==> config.mk <==
export PLATFORM = sky130hd
export DESIGN_NAME = mpmem_bank_1rw
export DESIGN_NICKNAME = d
export VERILOG_FILES = /design/src/mpmem_data_pkg.sv /design/src/mpmem_ctrl_pkg.sv /design/src/mpmem_bank_1rw.sv
export VERILOG_INCLUDE_DIRS = /design/src
export SDC_FILE = /design/constraint.sdc
export NUM_CORES = 2
export LEC_CHECK = 0
export BUFFER_PORTS_ARGS = -buffer_cell sky130_fd_sc_hd__clkbuf_2
export CORE_MARGIN = 3
export CORE_UTILIZATION = 25
export DETAILED_ROUTE_END_ITERATION = 8
export GPL_ROUTABILITY_DRIVEN = 0
export PLACE_DENSITY = 0.44
export SYNTH_ARGS = -nofsm -noshare
export SYNTH_HDL_FRONTEND = slang
export SYNTH_SLANG_ARGS = --single-unit
==> constraint.sdc <==
create_clock -name clk -period 5.1 [get_ports clk]
set_input_delay 0.255 -clock clk [delete_from_list [all_inputs] [get_ports clk]]
set_output_delay 0.255 -clock clk [all_outputs]
set_load 0.02 [all_outputs]
==> src/mpmem_defines.svh <==
`ifndef MPMEM_DEFINES_SVH
`define MPMEM_DEFINES_SVH

// ~~~~~~~~~~~~~~~~~~~~~~~~~~~~~~~~~~~~~~~~~~~~~~~~~~~~~~~~~~~~~~~~~~~~~~
// Word geometry
// ~~~~~~~~~~~~~~~~~~~~~~~~~~~~~~~~~~~~~~~~~~~~~~~~~~~~~~~~~~~~~~~~~~~~~~
`define MPMEM_WIDTH      32  // Data bits per word.
`define MPMEM_NUMADDR    256
`define MPMEM_BITADDR    8

// ~~~~~~~~~~~~~~~~~~~~~~~~~~~~~~~~~~~~~~~~~~~~~~~~~~~~~~~~~~~~~~~~~~~~~~
// Bank interleave
// ~~~~~~~~~~~~~~~~~~~~~~~~~~~~~~~~~~~~~~~~~~~~~~~~~~~~~~~~~~~~~~~~~~~~~~
`define MPMEM_NUMVBNK    4   // Bank is address mod this.
`define MPMEM_BITVBNK    2
`define MPMEM_NUMVROW    64  // Rows per bank.
`define MPMEM_BITVROW    6

// Bank read command to data out.
`define MPMEM_SRAM_DELAY 2

`endif

==> src/mpmem_data_pkg.sv <==
`include "mpmem_defines.svh"

package mpmem_data_pkg;

  // ~~~~~~~~~~~~~~~~~~~~~~~~~~~~~~~~~~~~~~~~~~~~~~~~~~~~~~~~~~~~~~~~~~~~
  // Types seen on the external ports
  // ~~~~~~~~~~~~~~~~~~~~~~~~~~~~~~~~~~~~~~~~~~~~~~~~~~~~~~~~~~~~~~~~~~~~

  typedef logic [`MPMEM_BITADDR-1:0] addr_t;  // Word address.
  typedef logic [`MPMEM_WIDTH-1:0]   data_t;  // Data word.

endpackage

==> src/mpmem_ctrl_pkg.sv <==
`include "mpmem_defines.svh"

package mpmem_ctrl_pkg;

  // ~~~~~~~~~~~~~~~~~~~~~~~~~~~~~~~~~~~~~~~~~~~~~~~~~~~~~~~~~~~~~~~~~~~~
  // Internal layout
  // ~~~~~~~~~~~~~~~~~~~~~~~~~~~~~~~~~~~~~~~~~~~~~~~~~~~~~~~~~~~~~~~~~~~~

  typedef logic [`MPMEM_BITVBNK-1:0] vbnk_t;  // Bank index.
  typedef logic [`MPMEM_BITVROW-1:0] vrow_t;  // Row within a bank.

  // Physical location, bank above row.
  typedef logic [`MPMEM_BITVBNK+`MPMEM_BITVROW-1:0] padr_t;

  // ~~~~~~~~~~~~~~~~~~~~~~~~~~~~~~~~~~~~~~~~~~~~~~~~~~~~~~~~~~~~~~~~~~~~
  // Controller state
  // ~~~~~~~~~~~~~~~~~~~~~~~~~~~~~~~~~~~~~~~~~~~~~~~~~~~~~~~~~~~~~~~~~~~~

  typedef enum logic {
    INIT_CLEAR,  // Sweeping rows to zero.
    INIT_DONE
  } init_state_e;

endpackage

==> src/mpmem_bank_1rw.sv <==
`timescale 1ns/1ns
`include "mpmem_defines.svh"

module mpmem_bank_1rw (
  input  logic                   clk,
  input  logic                   read,
  input  logic                   write,
  input  mpmem_ctrl_pkg::vrow_t  row,
  input  mpmem_data_pkg::data_t  din,
  output mpmem_data_pkg::data_t  dout
);

  mpmem_data_pkg::data_t mem [`MPMEM_NUMVROW];
  mpmem_data_pkg::data_t rd_pipe [`MPMEM_SRAM_DELAY];

  // ~~~~~~~~~~~~~~~~~~~~~~~~~~~~~~~~~~~~~~~~~~~~~~~~~~~~~~~~~~~~~~~~~~~~
  // Storage, one access per cycle
  // ~~~~~~~~~~~~~~~~~~~~~~~~~~~~~~~~~~~~~~~~~~~~~~~~~~~~~~~~~~~~~~~~~~~~

  always_ff @(posedge clk) begin
    if (write) begin
      mem[row] <= din;
    end
  end

  // Read before write, a read alongside a write gets the old word.
  always_ff @(posedge clk) begin
    if (read) begin
      rd_pipe[0] <= mem[row];  // Old word on the sampled row.
    end
  end

  // ~~~~~~~~~~~~~~~~~~~~~~~~~~~~~~~~~~~~~~~~~~~~~~~~~~~~~~~~~~~~~~~~~~~~
  // Read latency
  // ~~~~~~~~~~~~~~~~~~~~~~~~~~~~~~~~~~~~~~~~~~~~~~~~~~~~~~~~~~~~~~~~~~~~

  always_ff @(posedge clk) begin
    for (int i = 1; i < `MPMEM_SRAM_DELAY; i++) begin
      rd_pipe[i] <= rd_pipe[i-1];
    end
  end

  assign dout = rd_pipe[`MPMEM_SRAM_DELAY-1];

endmodule

; ---- Word-level counts from Yosys, hierarchy flattened
; Memory sizes are Yosys's and may differ from the RTL's.
; Cells that the tools add are included.
[op_classes]
mux = 4
[ops]
columns = operator, n
row1 = $mux W1, 4
[word_totals]
elab_cells = 6
mem_bits_rw = 2112
mem_count = 2
reg_bits = 0
output_inout_bits = 32
input_bits = 41
[memory_table]
columns = memory, words, width, rd, rd_ports_with_merged_regs, wr, line_no
row1 = mem, 64, 32, 1, 0, 1, mpmem_bank_1rw.sv:13  ; mpmem_data_pkg::data_t mem [`MPMEM_NUMVROW];
row2 = rd_pipe, 2, 32, 2, 0, 2, mpmem_bank_1rw.sv:14  ; mpmem_data_pkg::data_t rd_pipe [`MPMEM_SRAM_DELAY];

; ---- Depth between registers and ports, before layout
[logic_depth]
word_depth = 2
depth_mapped = 11
depth_no_buf = 6

; ---- Least setup slack after synthesis
; OpenSTA, ideal clock, no wires.
[synth_path]
kind = input to register
start = in row[2]
end = mem mem[12][0] (netlist name), enable pin
t_arrival_ps = 3032
stages = 9
path_slack_ps = 1646
path_buffers = 7
setup_ps = 421
t_required_ps = 4679
cell_sequence = buf_6 > buf_6 > buf_4 > buf_4 > buf_2 > buf_2 > buf_2 > nand3_1 > nor2_1
[synth_rtl]
columns = element, line_no
row1 = from (decl), mpmem_bank_1rw.sv:8  ; input mpmem_ctrl_pkg::vrow_t row,
row2 = to (decl), mpmem_bank_1rw.sv:13
; Straight into the memory's write port.

==> summary.txt <==
Synthesis
  – Synth top area cells: edfxtp_1 79%, a221oi_1 4.7%, a22oi_1 3.1%, mux2i_1 1.6%, nor2_1 1.2%
  – Synth cell types: 57
  – Synth warn: 0
  – Syn_area_per_cell: 17.7 sq um
  – Asr flop ratio synth: 0%
  – Post-synthesis cell area: 79,400 sq um
  – EDFF count, synth: 2,080
  – Cell taking the most area after synthesis: edfxtp_1
  – Post-synthesis sequential area ratio: 79.4%
  – Synth top area share: 78.6%
  – #FFs+latches synth: 2,112
  – Synth Flop Type: edfxtp_1
  – Syn Nets: 4,529
  – Cells after Synth: 4,488

Place
  – Dpl cells: 8,578
  – Post-DP HPWL: 171 mm
  – Port bufs: 72

Die
  – FP Rows: 206
  – Die Y: 570 um
  – Core area: 315,000 sq um
  – Initial core utilization: 25.2%
  – Die width: 570 um
  – Die area: 325,000 sq um
  – I/O pins: 73

Global routing
  – Number of global-route vias before repair: 45.3k
  – Tot GR Track Use: 17.3%
  – Grt met3 use: 2.94%
  – Remaining Overflow, GRT: 0
  – Met2 Usage GRT: 28.4%
  – Initial antenna violation count: 13
  – First-pass GRT wire length: 394 mm
  – Largest net degree at the start of global routing: 106
  – GRT busiest layer: met2
  – Grt met1 use: 23.4%

Outcome
  – Status: complete, no violations

STA
  – RSZ-0062 raised after global routing: false
  – Final setup vio count: 0
  – Setup_tns: 0 ps
  – Slew @ Worst Pin: 1270 ps
  – Fmax achieved: 348 MHz
  – Worst-case clock skew: 46.3 ps
  – Final worst path period need: 2870 ps
  – Final worst-path cycle share: 56.4%
  – Relative slew slack: 13.1%
  – Slew Limit Fails: 0
  – Count of final hold-check violations: 0

Detailed routing
  – DR WL/cell: 32.2 um
  – Initial drt markers: 5,534
  – Vias after detailed routing: 46.2k
  – DRC violations left: 0
  – Antenna-violating nets left: 0
  – WL final: 289 mm
  – Via density: 5.14
  – First drt pass iteration count: 5

Critical path
  – Cell Chain, Critical Path: clkbuf_2 > nand2b_1 > or2_4 > nor3_1 > a2111oi_0 > and3_1 > nand4_1
  – Buf/Inv on CP: 1
  – Endpoint type of the worst setup path: flip-flop
  – CP peak stage delay: 1020 ps
  – Largest fanout on the critical path: 36
  – CP Launch Type: input port
  – Family with the most delay on the worst path: simple AND/OR/NAND/NOR gates
  – Reg2reg start: mem[6][8]$_DFFE_PP_
  – WS Path Type: input port to flip-flop
  – Critical path arrival: 3450 ps
  – Slowest cell on the critical path: a2111oi_0
  – Crit path from: row[3]
  – Worst EP required: 5670 ps

Layout
  – Layout area overhead: 17.2%
  – Final #Nets: 4,686
  – Post-Layout Cell Count: 8,983
  – Fraction of layout cells with a size suffix above 1: 16.2%

Clock tree
  – Total CTS buffers: 221
  – Clock Latency Late Sink: 870 ps
  – Clock sink count: 2,112
  – Clock transition at path regs: 60 ps
  – H-tree Lvls: 4
  – Post-CTS Setup Inserts: 0
  – TritonCTS clock tree: yes
  – CTS Buffer Depth: 4
  – Root buffer cell: clkbuf_16

Power and ir drop
  – P_leak: 0.0282 uW
  – Clk pwr share: 42.0%
  – Peak supply drop: 0.298 mV
  – Psw: 8380 uW
  – Reg power frac: 52.5%
  – PwrDens: 396 nW/um^2
  – Logic pwr share: 5.6%
  – Internal power: 28,500 uW
  – Net Sw Frac: 22.7%

Min path
  – Hold Path Class: input port to flip-flop
  – Hold path startpoint: din[8]

Run
  – Max Cap Viol: 0
-- cells in the final DEF, fill, tap and decap left out, types with 25 or more instances in the layout --
cell type and count:
clkinv_2 31, a21oi_1 115, a221oi_1 423, mux2_2 48, nor2_4 68, dfxtp_1 32, nand2_1 66, clkbuf_16 223
o22ai_1 122, clkbuf_1 57, nor3_1 67, edfxtp_1 2080, a22oi_1 323, mux4_2 40, a22o_1 32, clkbuf_2 67
buf_12 57, nand4_1 25, buf_4 186, nor2_1 178, o21ai_0 158, clkinv_1 52, mux2i_1 125
-- timing repair --
action | CTS | global route
endpoints found under the hold margin | 24 | 0
gates resized for setup | 0 | 0
hold buffers | 4 | 0
-- final timing paths --
path,end,cells past startpoint,slack [ps]
min,mem[6][8]$_DFFE_PP_,2,20
max,rd_pipe[0][2]$_DFFE_PP_,7,2230
min reg2reg,rd_pipe[0][38]$_DFF_P_,0,340
max reg2reg,rd_pipe[0][8]$_DFFE_PP_,6,2280
-- logic make-up after synthesis --
| kind of cell | Yosys count | share of synthesized area, % |
|---|---|---|
| flip-flops | 2112 | 79.4 |
| AO/OA/AOI/OAI | 1288 | 12.0 |
| AND/OR/NAND/NOR | 487 | 2.79 |
| buffers and inverters | 388 | 2.38 |
| multiplexers | 213 | 3.39 |
-- through the flow --
| step | setup slack (ps) | power (uW) | cell area, sq um | util, % | hold slack (ps) |
|---|---|---|---|---|---|
| 2_1_floorplan | 1650 | 20600 | 79400 | - | 323 |
| 3_3_place_gp | 1360 | 21800 | 86300 | 27.4 | 340 |
| 3_5_place_dp | 1370 | 21800 | 86300 | 27.4 | 334 |
| 4_1_cts | 2260 | 37100 | 93100 | 29.5 | 11.5 |
| 5_1_grt | 2090 | 37900 | 93100 | 29.5 | 21.9 |
| 6_report | 2230 | 36900 | 93100 | 29.5 | 18.7 |
-- worst register-to-register path, delay by kind of cell, from the launching register on --
family           cells  cell delay, ps
flip-flops           1             360
AO/OA/AOI/OAI        4            1450
multiplexers         1             270
AND/OR/NAND/NOR      1             470
-- area by class of cell --
cell class / instances / area, sq um
Antenna cell: 7 / 17.5
Clock buffer: 282 / 5820
Clock inverter: 112 / 940
Fill cell: 31156 / 222000
Inverter: 3 / 18.8
Multi-Input combinational cell: 1988 / 15100
Sequential cell: 2112 / 63100
Tap cell: 4160 / 5200
Timing Repair Buffer: 319 / 2970
-- cell usage after synthesis, drive strengths merged (15+ instances only) --
cell and instances:
a21oi 115, a22o 32, o221ai 15, a221oi 423, a211oi 15, a22oi 323
clkbuf 140, nor2 246, mux4 40, o22ai 122, edfxtp 2080, mux2 48
nor3 68, dfxtp 32, o21ai 158, mux2i 125, nand2 67, a2111oi 18
nand4 25, buf 245, or3 17
-- power groups by stage --
stage               clock (uW)  sequential, uW  combinational (uW)
finish                   15500           19300                2060
global route             16400           19300                2160
CTS                      15700           19300                2070
detailed placement           0           19700                2060
global placement             0           19700                2050
floorplan                    0           19600                 995
-- layer usage --
| layer | up-vias | routed length [um] | share of wire [%] |
|---|---|---|---|
| li1 | 19100 | - | - |
| met1 | 24819 | 124000 | 43 |
| met2 | 1860 | 138000 | 48 |
| met3 | 428 | 19000 | 6.6 |
| met4 | 8 | 9040 | 3.1 |
| met5 | - | 55 | 0.019 |
-- sequential cells by signal, summed over array words and instances, names as in the netlist --
signal	flops
mem	2048
rd_pipe	64
Note: power is estimated with default switching activity, not from simulation.
