==> src/mpmem_defines.svh <==
`ifndef MPMEM_DEFINES_SVH
`define MPMEM_DEFINES_SVH

// ~~~~~~~~~~~~~~~~~~~~~~~~~~~~~~~~~~~~~~~~~~~~~~~~~~~~~~~~~~~~~~~~~~~~~~
// Word geometry
// ~~~~~~~~~~~~~~~~~~~~~~~~~~~~~~~~~~~~~~~~~~~~~~~~~~~~~~~~~~~~~~~~~~~~~~
`define MPMEM_WIDTH      32  // Data bits per word.
`define MPMEM_NUMADDR    256
`define MPMEM_BITADDR    8

// ~~~~~~~~~~~~~~~~~~~~~~~~~~~~~~~~~~~~~~~~~~~~~~~~~~~~~~~~~~~~~~~~~~~~~~
// Bank interleave
// ~~~~~~~~~~~~~~~~~~~~~~~~~~~~~~~~~~~~~~~~~~~~~~~~~~~~~~~~~~~~~~~~~~~~~~
`define MPMEM_NUMVBNK    4   // Bank is address mod this.
`define MPMEM_BITVBNK    2
`define MPMEM_NUMVROW    64  // Rows per bank.
`define MPMEM_BITVROW    6

// Bank read command to data out.
`define MPMEM_SRAM_DELAY 2

`endif

==> src/mpmem_data_pkg.sv <==
`include "mpmem_defines.svh"

package mpmem_data_pkg;

  // ~~~~~~~~~~~~~~~~~~~~~~~~~~~~~~~~~~~~~~~~~~~~~~~~~~~~~~~~~~~~~~~~~~~~
  // Types seen on the external ports
  // ~~~~~~~~~~~~~~~~~~~~~~~~~~~~~~~~~~~~~~~~~~~~~~~~~~~~~~~~~~~~~~~~~~~~

  typedef logic [`MPMEM_BITADDR-1:0] addr_t;  // Word address.
  typedef logic [`MPMEM_WIDTH-1:0]   data_t;  // Data word.

endpackage

==> src/mpmem_ctrl_pkg.sv <==
`include "mpmem_defines.svh"

package mpmem_ctrl_pkg;

  // ~~~~~~~~~~~~~~~~~~~~~~~~~~~~~~~~~~~~~~~~~~~~~~~~~~~~~~~~~~~~~~~~~~~~
  // Internal layout
  // ~~~~~~~~~~~~~~~~~~~~~~~~~~~~~~~~~~~~~~~~~~~~~~~~~~~~~~~~~~~~~~~~~~~~

  typedef logic [`MPMEM_BITVBNK-1:0] vbnk_t;  // Bank index.
  typedef logic [`MPMEM_BITVROW-1:0] vrow_t;  // Row within a bank.

  // Physical location, bank above row.
  typedef logic [`MPMEM_BITVBNK+`MPMEM_BITVROW-1:0] padr_t;

  // ~~~~~~~~~~~~~~~~~~~~~~~~~~~~~~~~~~~~~~~~~~~~~~~~~~~~~~~~~~~~~~~~~~~~
  // Controller state
  // ~~~~~~~~~~~~~~~~~~~~~~~~~~~~~~~~~~~~~~~~~~~~~~~~~~~~~~~~~~~~~~~~~~~~

  typedef enum logic {
    INIT_CLEAR,  // Sweeping rows to zero.
    INIT_DONE
  } init_state_e;

endpackage

==> src/mpmem_bank_1r1w.sv <==
`timescale 1ns/1ns
`include "mpmem_defines.svh"

module mpmem_bank_1r1w (
  input  logic                   clk,
  // Write port, same write as the one-port copy.
  input  logic                   write,
  input  mpmem_ctrl_pkg::vrow_t  wr_row,
  input  mpmem_data_pkg::data_t  din,
  // Independent read port.
  input  logic                   read,
  input  mpmem_ctrl_pkg::vrow_t  rd_row,
  output mpmem_data_pkg::data_t  dout
);

  mpmem_data_pkg::data_t mem [`MPMEM_NUMVROW];
  mpmem_data_pkg::data_t rd_pipe [`MPMEM_SRAM_DELAY];

  // ~~~~~~~~~~~~~~~~~~~~~~~~~~~~~~~~~~~~~~~~~~~~~~~~~~~~~~~~~~~~~~~~~~~~
  // Write side
  // ~~~~~~~~~~~~~~~~~~~~~~~~~~~~~~~~~~~~~~~~~~~~~~~~~~~~~~~~~~~~~~~~~~~~

  always_ff @(posedge clk) begin
    if (write) begin
      mem[wr_row] <= din;
    end
  end

  // ~~~~~~~~~~~~~~~~~~~~~~~~~~~~~~~~~~~~~~~~~~~~~~~~~~~~~~~~~~~~~~~~~~~~
  // Read side
  // ~~~~~~~~~~~~~~~~~~~~~~~~~~~~~~~~~~~~~~~~~~~~~~~~~~~~~~~~~~~~~~~~~~~~

  // Sampled before the same-edge write lands, so a collision sees old data.
  always_ff @(posedge clk) begin
    if (read) begin
      rd_pipe[0] <= mem[rd_row];
    end
  end

  always_ff @(posedge clk) begin
    for (int i = 1; i < `MPMEM_SRAM_DELAY; i++) begin
      rd_pipe[i] <= rd_pipe[i-1];
    end
  end

  assign dout = rd_pipe[`MPMEM_SRAM_DELAY-1];  // Last stage.

endmodule

==> config.mk <==
export PLATFORM = sky130hd
export DESIGN_NAME = mpmem_bank_1r1w
export DESIGN_NICKNAME = d
export VERILOG_FILES = /design/src/mpmem_data_pkg.sv /design/src/mpmem_ctrl_pkg.sv /design/src/mpmem_bank_1r1w.sv
export VERILOG_INCLUDE_DIRS = /design/src
export SDC_FILE = /design/constraint.sdc
export NUM_CORES = 2
export LEC_CHECK = 0
export BUFFER_PORTS_ARGS = -buffer_cell sky130_fd_sc_hd__buf_2
export CAP_MARGIN = 20
export CELL_PAD_IN_SITES_DETAIL_PLACEMENT = 0
export CELL_PAD_IN_SITES_GLOBAL_PLACEMENT = 1
export CORE_UTILIZATION = 50
export CTS_BUF_LIST = sky130_fd_sc_hd__clkbuf_16
export CTS_CLUSTER_SIZE = 16
export DETAILED_ROUTE_END_ITERATION = 12
export PLACE_DENSITY_LB_ADDON = 0.1
export SLEW_MARGIN = 5
export SYNTH_ARGS = -nofsm -noshare
export SYNTH_HDL_FRONTEND = slang
export SYNTH_SLANG_ARGS = --single-unit
==> constraint.sdc <==
create_clock -name clk -period 10.15 [get_ports clk]
set_input_delay 2.03 -clock clk [delete_from_list [all_inputs] [get_ports clk]]
set_output_delay 2.03 -clock clk [all_outputs]
set_load 0.05 [all_outputs]
# After elaboration in Yosys (flattened, before gate mapping)
# Memory sizes are Yosys's and may differ from the RTL's.
# Index checks and enable logic that the tools add are counted.
totals:
  regBits: 0
  mem_bits_rw: 2112
  in_bits: 47
  out_inout_bits: 32
  word_cells: 6
  n_memories: 2
mem_list:
  columns: ["name", "words", "word_bits", "read_ports", "rd_clocked_by_memory_dff", "write_ports", "line_no", "text"]
  rows:
  - ["mem", 64, 32, 1, 0, 1, "mpmem_bank_1r1w.sv:16", "mpmem_data_pkg::data_t mem [`MPMEM_NUMVROW];"]
  - ["rd_pipe", 2, 32, 2, 0, 2, "mpmem_bank_1r1w.sv:17", "mpmem_data_pkg::data_t rd_pipe [`MPMEM_SRAM_DELAY];"]
classes:
  n_mux: 4
ops:
  columns: ["operator", "count"]
  rows:
  - ["2-to-1 mux 1 bit", 4]

# Depth between registers and ports, before layout
depth:
  depth_word: 2
  mapped_depth: 8
  ltp_nobuf: 5

# Worst setup path after synthesis
# No wires, ideal clock.
synth_path:
  kind: "input port to flip-flop"
  start: "in wr_row[5]"
  end: "mem mem[39][0] (netlist bit) (enable)"
  setup_time_ns: 0.421
  arrival_ns: 4.227
  t_required_ns: 9.729
  setup_slack_ns: 5.501
  stages: 4
  path_buffers: 2
  path_cell_list: "clkbuf_1 -> or3b_2 -> clkbuf_1 -> nor2_1"
synth_lines:
  columns: ["element", "line_no", "text"]
  rows:
  - ["start: declaration", "mpmem_bank_1r1w.sv:8", "input mpmem_ctrl_pkg::vrow_t wr_row,"]
  - ["end: declaration", "mpmem_bank_1r1w.sv:16", null]
# No word-level cell before the write port.

==> results.sh <==
export IMPL_final_common_cell="edfxtp_1"
export IMPL_io_buffers=78
export IMPL_maxCapViolCount=0
export IMPL_r2r_start="mem[46][21]"
export IMPL_cts_sinks=2112
export IMPL_grt_pass1_vias=38420
export IMPL_slowest_delay_ps=760
export IMPL_grt_max_degree=116
export IMPL_numCtsBuffers=208
export IMPL_clkPwrFrac=0.413
export IMPL_ant_nets=0
export IMPL_hp_class="register to register"
export IMPL_fin_crit_ps=4850
export IMPL_die_y_um=400.8
export IMPL_firstDrtPassIters=7
export IMPL_synth_area_sq_mm=0.07951
export IMPL_internal_power_w=0.01423
export IMPL_finClkSkew_ps=24.76
export IMPL_ioPinCount=79
export IMPL_dp_hpwl_mm=108.4
export IMPL_drt_initial_drc_count=4660
export IMPL_wl_per_cell_um=34.94
export IMPL_num_vias=37700
export IMPL_ir_drop_mv=0.1861
export IMPL_fill_cells=11300
export IMPL_post_cts_buffers=0
export IMPL_min_from="rd_pipe[0][8]"
export IMPL_start_util=0.5061
export IMPL_grt_pass1_wl_mm=290.2
export IMPL_p_switching_w=0.003813
export IMPL_cts_tree="built"
export IMPL_gp_congestion=0.8121
export IMPL_reg2regPathDepth=5
export IMPL_core_area_sq_mm=0.1571
export IMPL_cp_max_fo=60
export IMPL_synth_seq_cells=2112
export IMPL_die_x_um=400.8
export IMPL_clk_pin_slew_ps=70
export IMPL_drive_gt1_frac=0.2890
export IMPL_num_rows=145
export IMPL_clkLatencyLatePin_ps=830
export IMPL_start_kind="input pin"
export IMPL_ctsHoldBuffers=0
export IMPL_syn_avg_cell_area_sq_um=23.10
export IMPL_tns_ps=0
export IMPL_layout_worst_path_cycle_share=0.4779
export IMPL_status="complete, no violations"
export IMPL_final_cell_mix="edfxtp_1 (2080), mux4_2 (512), clkbuf_16 (216)"
export IMPL_worstReg2RegEnd="rd_pipe[0][21]"
export IMPL_nNetsFinal=3685
export IMPL_whs_path_depth=0
export IMPL_synthFlopType="edfxtp_1"
export IMPL_synthesis_nets=3489
export IMPL_track_usage=0.2577
export IMPL_r2r_setup_slack_ps=7970
export IMPL_grt_overflow=0
export IMPL_synth_async_reset_ratio=0
export IMPL_wl_mm=205.3
export IMPL_relSlewSlack=0.2661
export IMPL_final_max_slew_viol_count=0
export IMPL_htree_levels=4
export IMPL_worstSetupPathType="input pin to register"
export IMPL_crit_chain="buf_8 > buf_4 > buf_4 > mux4_2 > o22ai_1 > nor2_1 > a21oi_1 > nor2_1"
export IMPL_tightestPinTransition_ps=1098
export IMPL_hold_violations=0
export IMPL_max_freq_mhz=206.2
export IMPL_die_area_sq_mm=0.1606
export IMPL_syn_to_final_growth_pct=12.94
export IMPL_antenna_found_initial=8
export IMPL_viasPerCell=6.415
export IMPL_preCtsSetupSlack_ps=4408
export IMPL_drc=0
export IMPL_finalSetupViolations=0
export IMPL_rsz0062_at_grt="false"
export IMPL_cts_resized_gates=0
export IMPL_synth_cell_type_count=31
export IMPL_ys_warn_count=0
export IMPL_crit_path_end_kind="register"
export IMPL_comb_power_share=0.049
export IMPL_synth_edf_count=2080
export IMPL_holdPathEnd="rd_pipe[0][40]"
export IMPL_power_frac_seq=0.538
export IMPL_swShare=0.2113
export IMPL_synth_cells=3442
export IMPL_cp_data_required_time_ps=10700
export IMPL_p_leak_nw=28.23
export IMPL_yosysSeqAreaShare=0.7936
export IMPL_cpMaxStageDelayCell="buf_4"
export IMPL_worstPathArrival_ps=5400
export IMPL_power_density_mw_per_mm2=200.9
export IMPL_setup_ws_ps=5300
export IMPL_clockBufferDepth=3
export IMPL_cts_root_buf="clkbuf_16"
==> power groups by stage <==
| stage | logic, W | clock network, W | registers [W] |
|---|---|---|---|
| after global placement | 0.000861 | 0 | 0.00989 |
| after CTS | 0.000879 | 0.00756 | 0.00971 |
| final | 0.000890 | 0.00745 | 0.00971 |
| after floorplan | 0.000523 | 0 | 0.00987 |
| after detailed placement | 0.000878 | 0 | 0.00989 |
| after global routing | 0.000941 | 0.00787 | 0.00971 |
==> metrics by stage <==
step	cell area (sq um)	util	power [W]	cells	hold slack (ps)
6_report	89800	0.5715	0.01804	5877	344.7
5_1_grt	89790	0.5715	0.01852	5875	354.4
4_1_cts	89280	0.5683	0.01815	5849	344.5
3_5_place_dp	82670	0.5262	0.01077	5461	334.4
3_3_place_gp	82640	0.5260	0.01075	5459	330.6
2_1_floorplan	79510	-	0.01039	3442	323.3
==> critical path: cells and delay by family <==
family,cells,cell delay (ps)
mux,1,430
buf+inv,3,1890
simple gates,2,150
compound gates,2,710
==> registers in the layout, summed over array words and instances (netlist names) <==
signal	count
mem	2048
rd_pipe	64
==> cells in the mapped netlist, drive strengths merged, types with 2 or more instances <==
cell type,number,area [sq um]
nor2b,8,50.05
o221ai,27,236.5
edfxtp,2080,62460
mux4,512,11530
nand3b,6,45.04
clkbuf,66,247.7
o22ai,90,563.0
nand3,10,50.05
buf,152,933.4
or3,2,12.51
nor3,6,30.03
mux2i,47,470.5
or3b,5,43.79
or2,4,25.03
nor2,126,473.0
a21oi,55,275.3
nand2,64,240.2
mux2,20,225.2
dfxtp,32,640.6
nand2b,7,43.79
and2,2,12.51
a22oi,116,870.8
==> cell families (layout without fill, tap and decap cells) <==
family | Yosys count | count (layout) | share of synthesized area
buf+inv | 219 | 593 | 0.01490
mux | 579 | 579 | 0.1538
simple gates | 242 | 242 | 0.01306
compound gates | 290 | 290 | 0.02466
flops | 2112 | 2112 | 0.7936
other cells | 0 | 3 | 0
==> layer usage <==
metal  wire, um  vias to the layer above  GRT usage
met5         38                        -          0
met4       5270                        6    0.06957
met3      15140                      295    0.04295
met2     100600                     1655     0.4140
met1      84290                    20670     0.3694
li1           -                    15070          -
==> layout make-up <==
type                            instances  area, sq um  share of cell area
Tap cell                             2058         2575             0.02868
Sequential cell                      2112        63100              0.7027
Inverter                                1        3.754          0.00004180
Clock buffer                          216         5405             0.06019
Timing Repair Buffer                  204         1769             0.01970
Multi-Input combinational cell       1111        15730              0.1752
Clock inverter                        172         1205             0.01342
Antenna cell                            3        7.507          0.00008360
==> worst max-delay path by stage <==
stage	from	endpoint	slack, ps	cells after the start
global placement	rd_row[1]	rd_pipe[0][24]	4450	8
global route	rd_row[0]	rd_pipe[0][21]	5190	7
detailed placement	rd_row[1]	rd_pipe[0][24]	4410	8
finish	rd_row[1]	rd_pipe[0][25]	5300	8
floorplan	wr_row[5]	mem[39][0]	5500	4
CTS	rd_row[1]	rd_pipe[0][24]	5300	8
Note: power is estimated with default switching activity, not from simulation.
