$ cat config.mk
export PLATFORM = sky130hd
export DESIGN_NAME = mpmem_ctrl
export DESIGN_NICKNAME = d
export VERILOG_FILES = /design/src/mpmem_data_pkg.sv /design/src/mpmem_ctrl_pkg.sv /design/src/mpmem_ctrl.sv
export VERILOG_INCLUDE_DIRS = /design/src
export SDC_FILE = /design/constraint.sdc
export NUM_CORES = 1
export LEC_CHECK = 0
export BUFFER_PORTS_ARGS = -buffer_cell sky130_fd_sc_hd__buf_2
export CORE_MARGIN = 2
export CORE_UTILIZATION = 42
export CTS_CLUSTER_SIZE = 12
export DETAILED_ROUTE_END_ITERATION = 7
export PLACE_DENSITY = 0.78
export SETUP_SLACK_MARGIN = 0.4
export SLEW_MARGIN = 15
export SYNTH_ARGS = -nofsm -noshare
export SYNTH_HDL_FRONTEND = slang
export SYNTH_SLANG_ARGS = --single-unit
$ cat constraint.sdc
create_clock -name clk -period 1.3 [get_ports clk]
set_input_delay 0.13 -clock clk [delete_from_list [all_inputs] [get_ports clk]]
set_output_delay 0.13 -clock clk [all_outputs]
set_load 0.03 [all_outputs]
$ cat src/mpmem_defines.svh
`ifndef MPMEM_DEFINES_SVH
`define MPMEM_DEFINES_SVH

// ~~~~~~~~~~~~~~~~~~~~~~~~~~~~~~~~~~~~~~~~~~~~~~~~~~~~~~~~~~~~~~~~~~~~~~
// Word geometry
// ~~~~~~~~~~~~~~~~~~~~~~~~~~~~~~~~~~~~~~~~~~~~~~~~~~~~~~~~~~~~~~~~~~~~~~
`define MPMEM_WIDTH      32  // Data bits per word.
`define MPMEM_NUMADDR    256
`define MPMEM_BITADDR    8

// ~~~~~~~~~~~~~~~~~~~~~~~~~~~~~~~~~~~~~~~~~~~~~~~~~~~~~~~~~~~~~~~~~~~~~~
// Bank interleave
// ~~~~~~~~~~~~~~~~~~~~~~~~~~~~~~~~~~~~~~~~~~~~~~~~~~~~~~~~~~~~~~~~~~~~~~
`define MPMEM_NUMVBNK    4   // Bank is address mod this.
`define MPMEM_BITVBNK    2
`define MPMEM_NUMVROW    64  // Rows per bank.
`define MPMEM_BITVROW    6

// Bank read command to data out.
`define MPMEM_SRAM_DELAY 2

`endif

$ cat src/mpmem_data_pkg.sv
`include "mpmem_defines.svh"

package mpmem_data_pkg;

  // ~~~~~~~~~~~~~~~~~~~~~~~~~~~~~~~~~~~~~~~~~~~~~~~~~~~~~~~~~~~~~~~~~~~~
  // Types seen on the external ports
  // ~~~~~~~~~~~~~~~~~~~~~~~~~~~~~~~~~~~~~~~~~~~~~~~~~~~~~~~~~~~~~~~~~~~~

  typedef logic [`MPMEM_BITADDR-1:0] addr_t;  // Word address.
  typedef logic [`MPMEM_WIDTH-1:0]   data_t;  // Data word.

endpackage

$ cat src/mpmem_ctrl_pkg.sv
`include "mpmem_defines.svh"

package mpmem_ctrl_pkg;

  // ~~~~~~~~~~~~~~~~~~~~~~~~~~~~~~~~~~~~~~~~~~~~~~~~~~~~~~~~~~~~~~~~~~~~
  // Internal layout
  // ~~~~~~~~~~~~~~~~~~~~~~~~~~~~~~~~~~~~~~~~~~~~~~~~~~~~~~~~~~~~~~~~~~~~

  typedef logic [`MPMEM_BITVBNK-1:0] vbnk_t;  // Bank index.
  typedef logic [`MPMEM_BITVROW-1:0] vrow_t;  // Row within a bank.

  // Physical location, bank above row.
  typedef logic [`MPMEM_BITVBNK+`MPMEM_BITVROW-1:0] padr_t;

  // ~~~~~~~~~~~~~~~~~~~~~~~~~~~~~~~~~~~~~~~~~~~~~~~~~~~~~~~~~~~~~~~~~~~~
  // Controller state
  // ~~~~~~~~~~~~~~~~~~~~~~~~~~~~~~~~~~~~~~~~~~~~~~~~~~~~~~~~~~~~~~~~~~~~

  typedef enum logic {
    INIT_CLEAR,  // Sweeping rows to zero.
    INIT_DONE
  } init_state_e;

endpackage

$ cat src/mpmem_ctrl.sv
`timescale 1ns/1ns
`include "mpmem_defines.svh"

module mpmem_ctrl (
  input  logic                          clk,
  input  logic                          rst,
  // Read/write port.
  input  logic                          rw_read,
  input  logic                          rw_write,
  input  mpmem_data_pkg::addr_t         rw_addr,
  input  mpmem_data_pkg::data_t         rw_din,
  // Read-only port.
  input  logic                          read,
  input  mpmem_data_pkg::addr_t         rd_addr,
  output logic                          ready,
  // One-port copies, write lines shared with the t2 copies.
  output logic [`MPMEM_NUMVBNK-1:0]     t1_read,
  output logic [`MPMEM_NUMVBNK-1:0]     t1_write,
  output mpmem_ctrl_pkg::vrow_t         t1_row,
  output mpmem_data_pkg::data_t         t1_din,
  // Read side of the one-read-one-write copies.
  output logic [`MPMEM_NUMVBNK-1:0]     t2_read,
  output mpmem_ctrl_pkg::vrow_t         t2_rd_row,
  // Return path tags.
  output logic                          rw_issue,
  output mpmem_ctrl_pkg::vbnk_t         rw_bank,
  output mpmem_ctrl_pkg::vrow_t         rw_row,
  output logic                          rd_issue,
  output mpmem_ctrl_pkg::vbnk_t         rd_bank,
  output mpmem_ctrl_pkg::vrow_t         rd_row
);

  mpmem_ctrl_pkg::init_state_e    state;
  mpmem_ctrl_pkg::vrow_t          init_row;

  mpmem_ctrl_pkg::vbnk_t          rw_vbnk;
  mpmem_ctrl_pkg::vrow_t          rw_vrow;
  mpmem_ctrl_pkg::vbnk_t          rd_vbnk;
  mpmem_ctrl_pkg::vrow_t          rd_vrow;

  logic                           rw_wr_acc;
  logic                           rw_rd_acc;
  logic                           rd_acc;
  logic [`MPMEM_NUMVBNK-1:0]      rw_sel;
  logic [`MPMEM_NUMVBNK-1:0]      rd_sel;

  // ~~~~~~~~~~~~~~~~~~~~~~~~~~~~~~~~~~~~~~~~~~~~~~~~~~~~~~~~~~~~~~~~~~~~
  // Init sweep
  // ~~~~~~~~~~~~~~~~~~~~~~~~~~~~~~~~~~~~~~~~~~~~~~~~~~~~~~~~~~~~~~~~~~~~

  always_ff @(posedge clk) begin
    if (rst) begin
      state    <= mpmem_ctrl_pkg::INIT_CLEAR;
      init_row <= '0;
    end else if (state == mpmem_ctrl_pkg::INIT_CLEAR) begin
      init_row <= init_row + 1'b1;
      if (init_row == mpmem_ctrl_pkg::vrow_t'(`MPMEM_NUMVROW-1)) begin
        state <= mpmem_ctrl_pkg::INIT_DONE;  // Last row goes out this cycle.
      end
    end
  end

  assign ready = (state == mpmem_ctrl_pkg::INIT_DONE);

  // ~~~~~~~~~~~~~~~~~~~~~~~~~~~~~~~~~~~~~~~~~~~~~~~~~~~~~~~~~~~~~~~~~~~~
  // Address decode
  // ~~~~~~~~~~~~~~~~~~~~~~~~~~~~~~~~~~~~~~~~~~~~~~~~~~~~~~~~~~~~~~~~~~~~

  assign rw_vbnk = mpmem_ctrl_pkg::vbnk_t'(rw_addr % `MPMEM_NUMVBNK);
  assign rw_vrow = mpmem_ctrl_pkg::vrow_t'(rw_addr / `MPMEM_NUMVBNK);
  assign rd_vbnk = mpmem_ctrl_pkg::vbnk_t'(rd_addr % `MPMEM_NUMVBNK);
  assign rd_vrow = mpmem_ctrl_pkg::vrow_t'(rd_addr / `MPMEM_NUMVBNK);

  assign rw_sel = {{(`MPMEM_NUMVBNK-1){1'b0}}, 1'b1} << rw_vbnk;
  assign rd_sel = {{(`MPMEM_NUMVBNK-1){1'b0}}, 1'b1} << rd_vbnk;

  // Write wins over a read on the same port.
  assign rw_wr_acc = ready && rw_write;
  assign rw_rd_acc = ready && rw_read && !rw_write;
  assign rd_acc    = ready && read;

  // ~~~~~~~~~~~~~~~~~~~~~~~~~~~~~~~~~~~~~~~~~~~~~~~~~~~~~~~~~~~~~~~~~~~~
  // Bank commands
  // ~~~~~~~~~~~~~~~~~~~~~~~~~~~~~~~~~~~~~~~~~~~~~~~~~~~~~~~~~~~~~~~~~~~~

  always_ff @(posedge clk) begin
    if (rst) begin
      t1_read  <= '0;
      t1_write <= '0;
      t2_read  <= '0;
      rw_issue <= 1'b0;
      rd_issue <= 1'b0;
    end else begin
      t1_read  <= rw_rd_acc ? rw_sel : '0;
      t1_write <= !ready ? '1 : (rw_wr_acc ? rw_sel : '0);  // Sweep hits all banks.
      t2_read  <= rd_acc ? rd_sel : '0;
      rw_issue <= rw_rd_acc;
      rd_issue <= rd_acc;
    end
  end

  always_ff @(posedge clk) begin
    t1_row    <= ready ? rw_vrow : init_row;
    t1_din    <= ready ? rw_din : '0;
    t2_rd_row <= rd_vrow;
    rw_bank   <= rw_vbnk;
    rw_row    <= rw_vrow;
    rd_bank   <= rd_vbnk;
    rd_row    <= rd_vrow;
  end

endmodule

* Word level (Yosys, flattened, before mapping)
Index checks and enable logic that the tools add are counted.
Word-level totals: bits in registers 75, word-level logic and storage cells 31
Operators by class: bitwise operators 2, reduce and logical (&&, ||, !) cells 7, equality and inequality tests 1, add/sub/neg operators 1, shifts and indexed selects 2, multiplexer cells 5
Operator list (count):
- $mux W4 | 2
- $shl A1 B2 Y4 const A | 2
- $add A6 B1 Y6 const B | 1
- $eq A6 B6 Y1 const B | 1
- $mux W6 | 1
- $logic_and A1 B1 Y1 | 4
- $reduce_or A2 Y1 | 2
- $mux W1 | 2
- $not A1 Y1 | 2
- $logic_not A1 Y1 | 1

* Longest topological paths before layout
word-level depth 4, gate-level depth with buffers 5, depth with buffers taken out 4

* Worst setup path after synthesis
No wires, ideal clock.
path type reg-to-reg, from register state, in the netlist ready, to register t1_row[4], path slack 0.053 ns, setup time 0.121 ns, arrival time 1.126 ns, cell stages (with the launch flop) 3, cells stage by stage dfxtp_1 > buf_2 > mux2_2
Between the ends: cells in the longest elaborated chain, start to end 1
Ends and longest elaborated chain:
- start: declaration | line mpmem_ctrl.sv:33 | mpmem_ctrl_pkg::init_state_e state;
- start signal: assignment | line mpmem_ctrl.sv:53 | state <= mpmem_ctrl_pkg::INIT_CLEAR;
- start signal: assignment | line mpmem_ctrl.sv:58 | state <= mpmem_ctrl_pkg::INIT_DONE;
- $mux W6 | line mpmem_ctrl.sv:103 | t1_row <= ready ? rw_vrow : init_row;
- end signal: assignment | line mpmem_ctrl.sv:103
- end: declaration | line mpmem_ctrl.sv:19 | output mpmem_ctrl_pkg::vrow_t t1_row,
No other way between the ends. A chain may end at the register's enable or synchronous reset.

==> flow_summary.json <==
{
  "ant_nets": 0,
  "wire_per_inst_um": 18.7,
  "fmax_ghz": 0.774,
  "vias": 1944,
  "grt_use_met3_pct": 7.90,
  "crit_type": "flop to flop",
  "syn_nets": 222,
  "fillCellCount": 224,
  "via_per_inst": 4.65,
  "worstSetupStartpointType": "flop",
  "grt_pass1_vias": 1935,
  "areaGrowthSynthToFinish_pct": 94.6,
  "drive_gt1_share_pct": 73.4,
  "critical_path_arrival_ns": 1.55,
  "io_buffers": 127,
  "synth_edf_count": 0,
  "syn_area_um2": 2120,
  "yosysMostFrequentCell": "dfxtp_1",
  "finalWirelength_um": 7820,
  "worstPathMaxFanout": 8,
  "htreeDepth": 3,
  "synth_largest_area_cell": "dfxtp_1",
  "ys.flop_type": "dfxtp_1",
  "die_x_um": 75.1,
  "powerDensity_nw_per_um2": 1100,
  "die_area_um2": 5640,
  "grt_pass1_wl_um": 9500,
  "grt-busiest-layer": "met2",
  "ys_ff_latch": 75,
  "ys_seq_area_share_pct": 70.8,
  "cp-end-kind": "flop",
  "timing.max_cap.violations": 0,
  "async_reset_ff_share_pct": 0,
  "multi_input_area_um2": 628,
  "hold_slack_ns": 0.00482,
  "fin_crit_ns": 1.29,
  "clock-sinks": 75,
  "core_area_um2": 4790,
  "initial_core_util_pct": 44.3,
  "clk_latency_ns": 0.34,
  "met2_usage_pct": 41.5,
  "rsz0062_at_grt": "true",
  "required_ns": 1.55,
  "hold_class": "input port to flop",
  "synth_cells": 168,
  "fin_crit_sh_pct": 99.4,
  "firstDrtPassIters": 4,
  "syn_area_per_cell_um2": 12.6,
  "path_clk_slew_ns": 0.08,
  "peakVddDrop_v": 0.000928,
  "die_y_um": 75.1,
  "yosysWarnings": 0,
  "status": "completed",
  "grt_util_all_layers_pct": 23.5,
  "cts_root_buffer": "clkbuf_8",
  "grt_antenna_before_repair": 1,
  "drc": 0,
  "final_util_pct": 86.3,
  "cts_tree": "built",
  "ioPinCount": 128,
  "synthDistinctLibCells": 29,
  "rows": 25,
  "cts_buffers": 9,
  "final_nets": 399,
  "globalRouteMet1Util_pct": 24.5,
  "grt_max_degree": 15,
  "p_leak_uw": 0.00189,
  "synth_area_leaders": "dfxtp_1, and2_1, mux2_2",
  "fin_tns_setup_ns": 0,
  "drv_slew": 0,
  "finalSetupViolations": 0,
  "gp_congestion": 0.682,
  "synth_top_area_share_pct": 70.8,
  "slew_headroom_pct": 81.9,
  "regArea_um2": 1600,
  "grt_overflow_total": 0,
  "cts_buffer_depth": 2,
  "place_hpwl_um": 3090,
  "finalClockSkew_ns": 0.0105,
  "synth_top_cells_by_count": "dfxtp_1, and2_1, nor2_1, buf_4, mux2_2",
  "dr.first_iter.drc_count": 108,
  "tightestPinTransition_ns": 0.272,
  "hold_viol_final": 0
}
[stage by stage]
step           power, µW  worst slack (ns)  instance area [µm²]  cells
2_1_floorplan       2580             0.289                 2180    168
3_3_place_gp        2700             0.195                 2820    353
3_5_place_dp        2710             0.170                 2820    353
4_1_cts             4460             0.271                 3990    410
5_1_grt             4680           -0.0175                 4130    418
6_report            4520           0.00770                 4130    418
[flip-flops by register name (all words and copies together), names as in the netlist]
signal    count
t1_din       32
init_row      6
rd_row        6
rw_row        6
t1_row        6
t1_read       4
t1_write      4
t2_read       4
rd_bank       2
rw_bank       2
rd_issue      1
ready         1
rw_issue      1
[final timing paths]
kind                                   from     endpoint  slack (ns)  cells after the start
worst max-delay path                  ready  init_row[5]       0.008                      3
worst max register to register        ready  init_row[5]       0.008                      3
worst min-delay path             rw_din[29]   t1_din[29]       0.005                      2
worst min register to register  init_row[1]    t1_row[1]        0.53                      1
[worst max-delay path: stages (launching register included)]
cell and delay (ns):
dfxtp_4 0.39, nand3b_1 0.22, or3_1 0.39, a21oi_1 0.22
[logic make-up after synthesis]
family,count (synthesis),share of synthesized area [%]
flops,75,70.8
simple gates,61,18.0
buf+inv,13,3.60
compound gates,7,1.71
mux,7,3.66
xor+xnor,4,1.65
fa+ha+maj,1,0.590
[final cells by class]
type                    count  share of cell area (%)
diodes                      1                  0.0606
clock inverters             3                   0.515
inverters                   1                  0.0909
multi-input cells          80                    15.2
repair buffers            178                    39.5
clock buffers              13                    3.85
flip-flops and latches     75                    38.8
well taps                  67                    2.03
[what timing repair did]
| item | CTS | global route |
|---|---|---|
| gates cloned | 0 | 1 |
| resized for setup | 228 | 22 |
| endpoints found under the setup margin | 123 | 126 |
| endpoints found under the hold margin | 39 | 1 |
| hold buffers | 37 | 1 |
| setup buffers | 4 | 5 |
| pin swaps | 3 | 5 |
[cell usage in the layout (no fill, tap or decap), drive strengths merged, types with 3 or more instances in the layout]
cell | synthesis | routed
a21oi | 5 | 5
nor2 | 8 | 8
xor2 | 3 | 3
dlygate4sd3 | 0 | 38
clkbuf | 4 | 14
buf | 8 | 139
mux2 | 6 | 6
and2 | 32 | 32
and3 | 3 | 3
nand3b | 4 | 4
dfxtp | 75 | 75
[where the power goes]
part | internal (µW) | switching [µW]
logic | 260 | 218
registers | 2350 | 41.9
clock network | 804 | 848
[per-layer routing]
layer | part of all wire, % | vias to the layer above
li1 | - | 892
met1 | 38 | 919
met2 | 52 | 109
met3 | 6.9 | 24
met4 | 3.2 | 0
met5 | 0 | -
No activity file was read; power rests on OpenSTA's default activity.
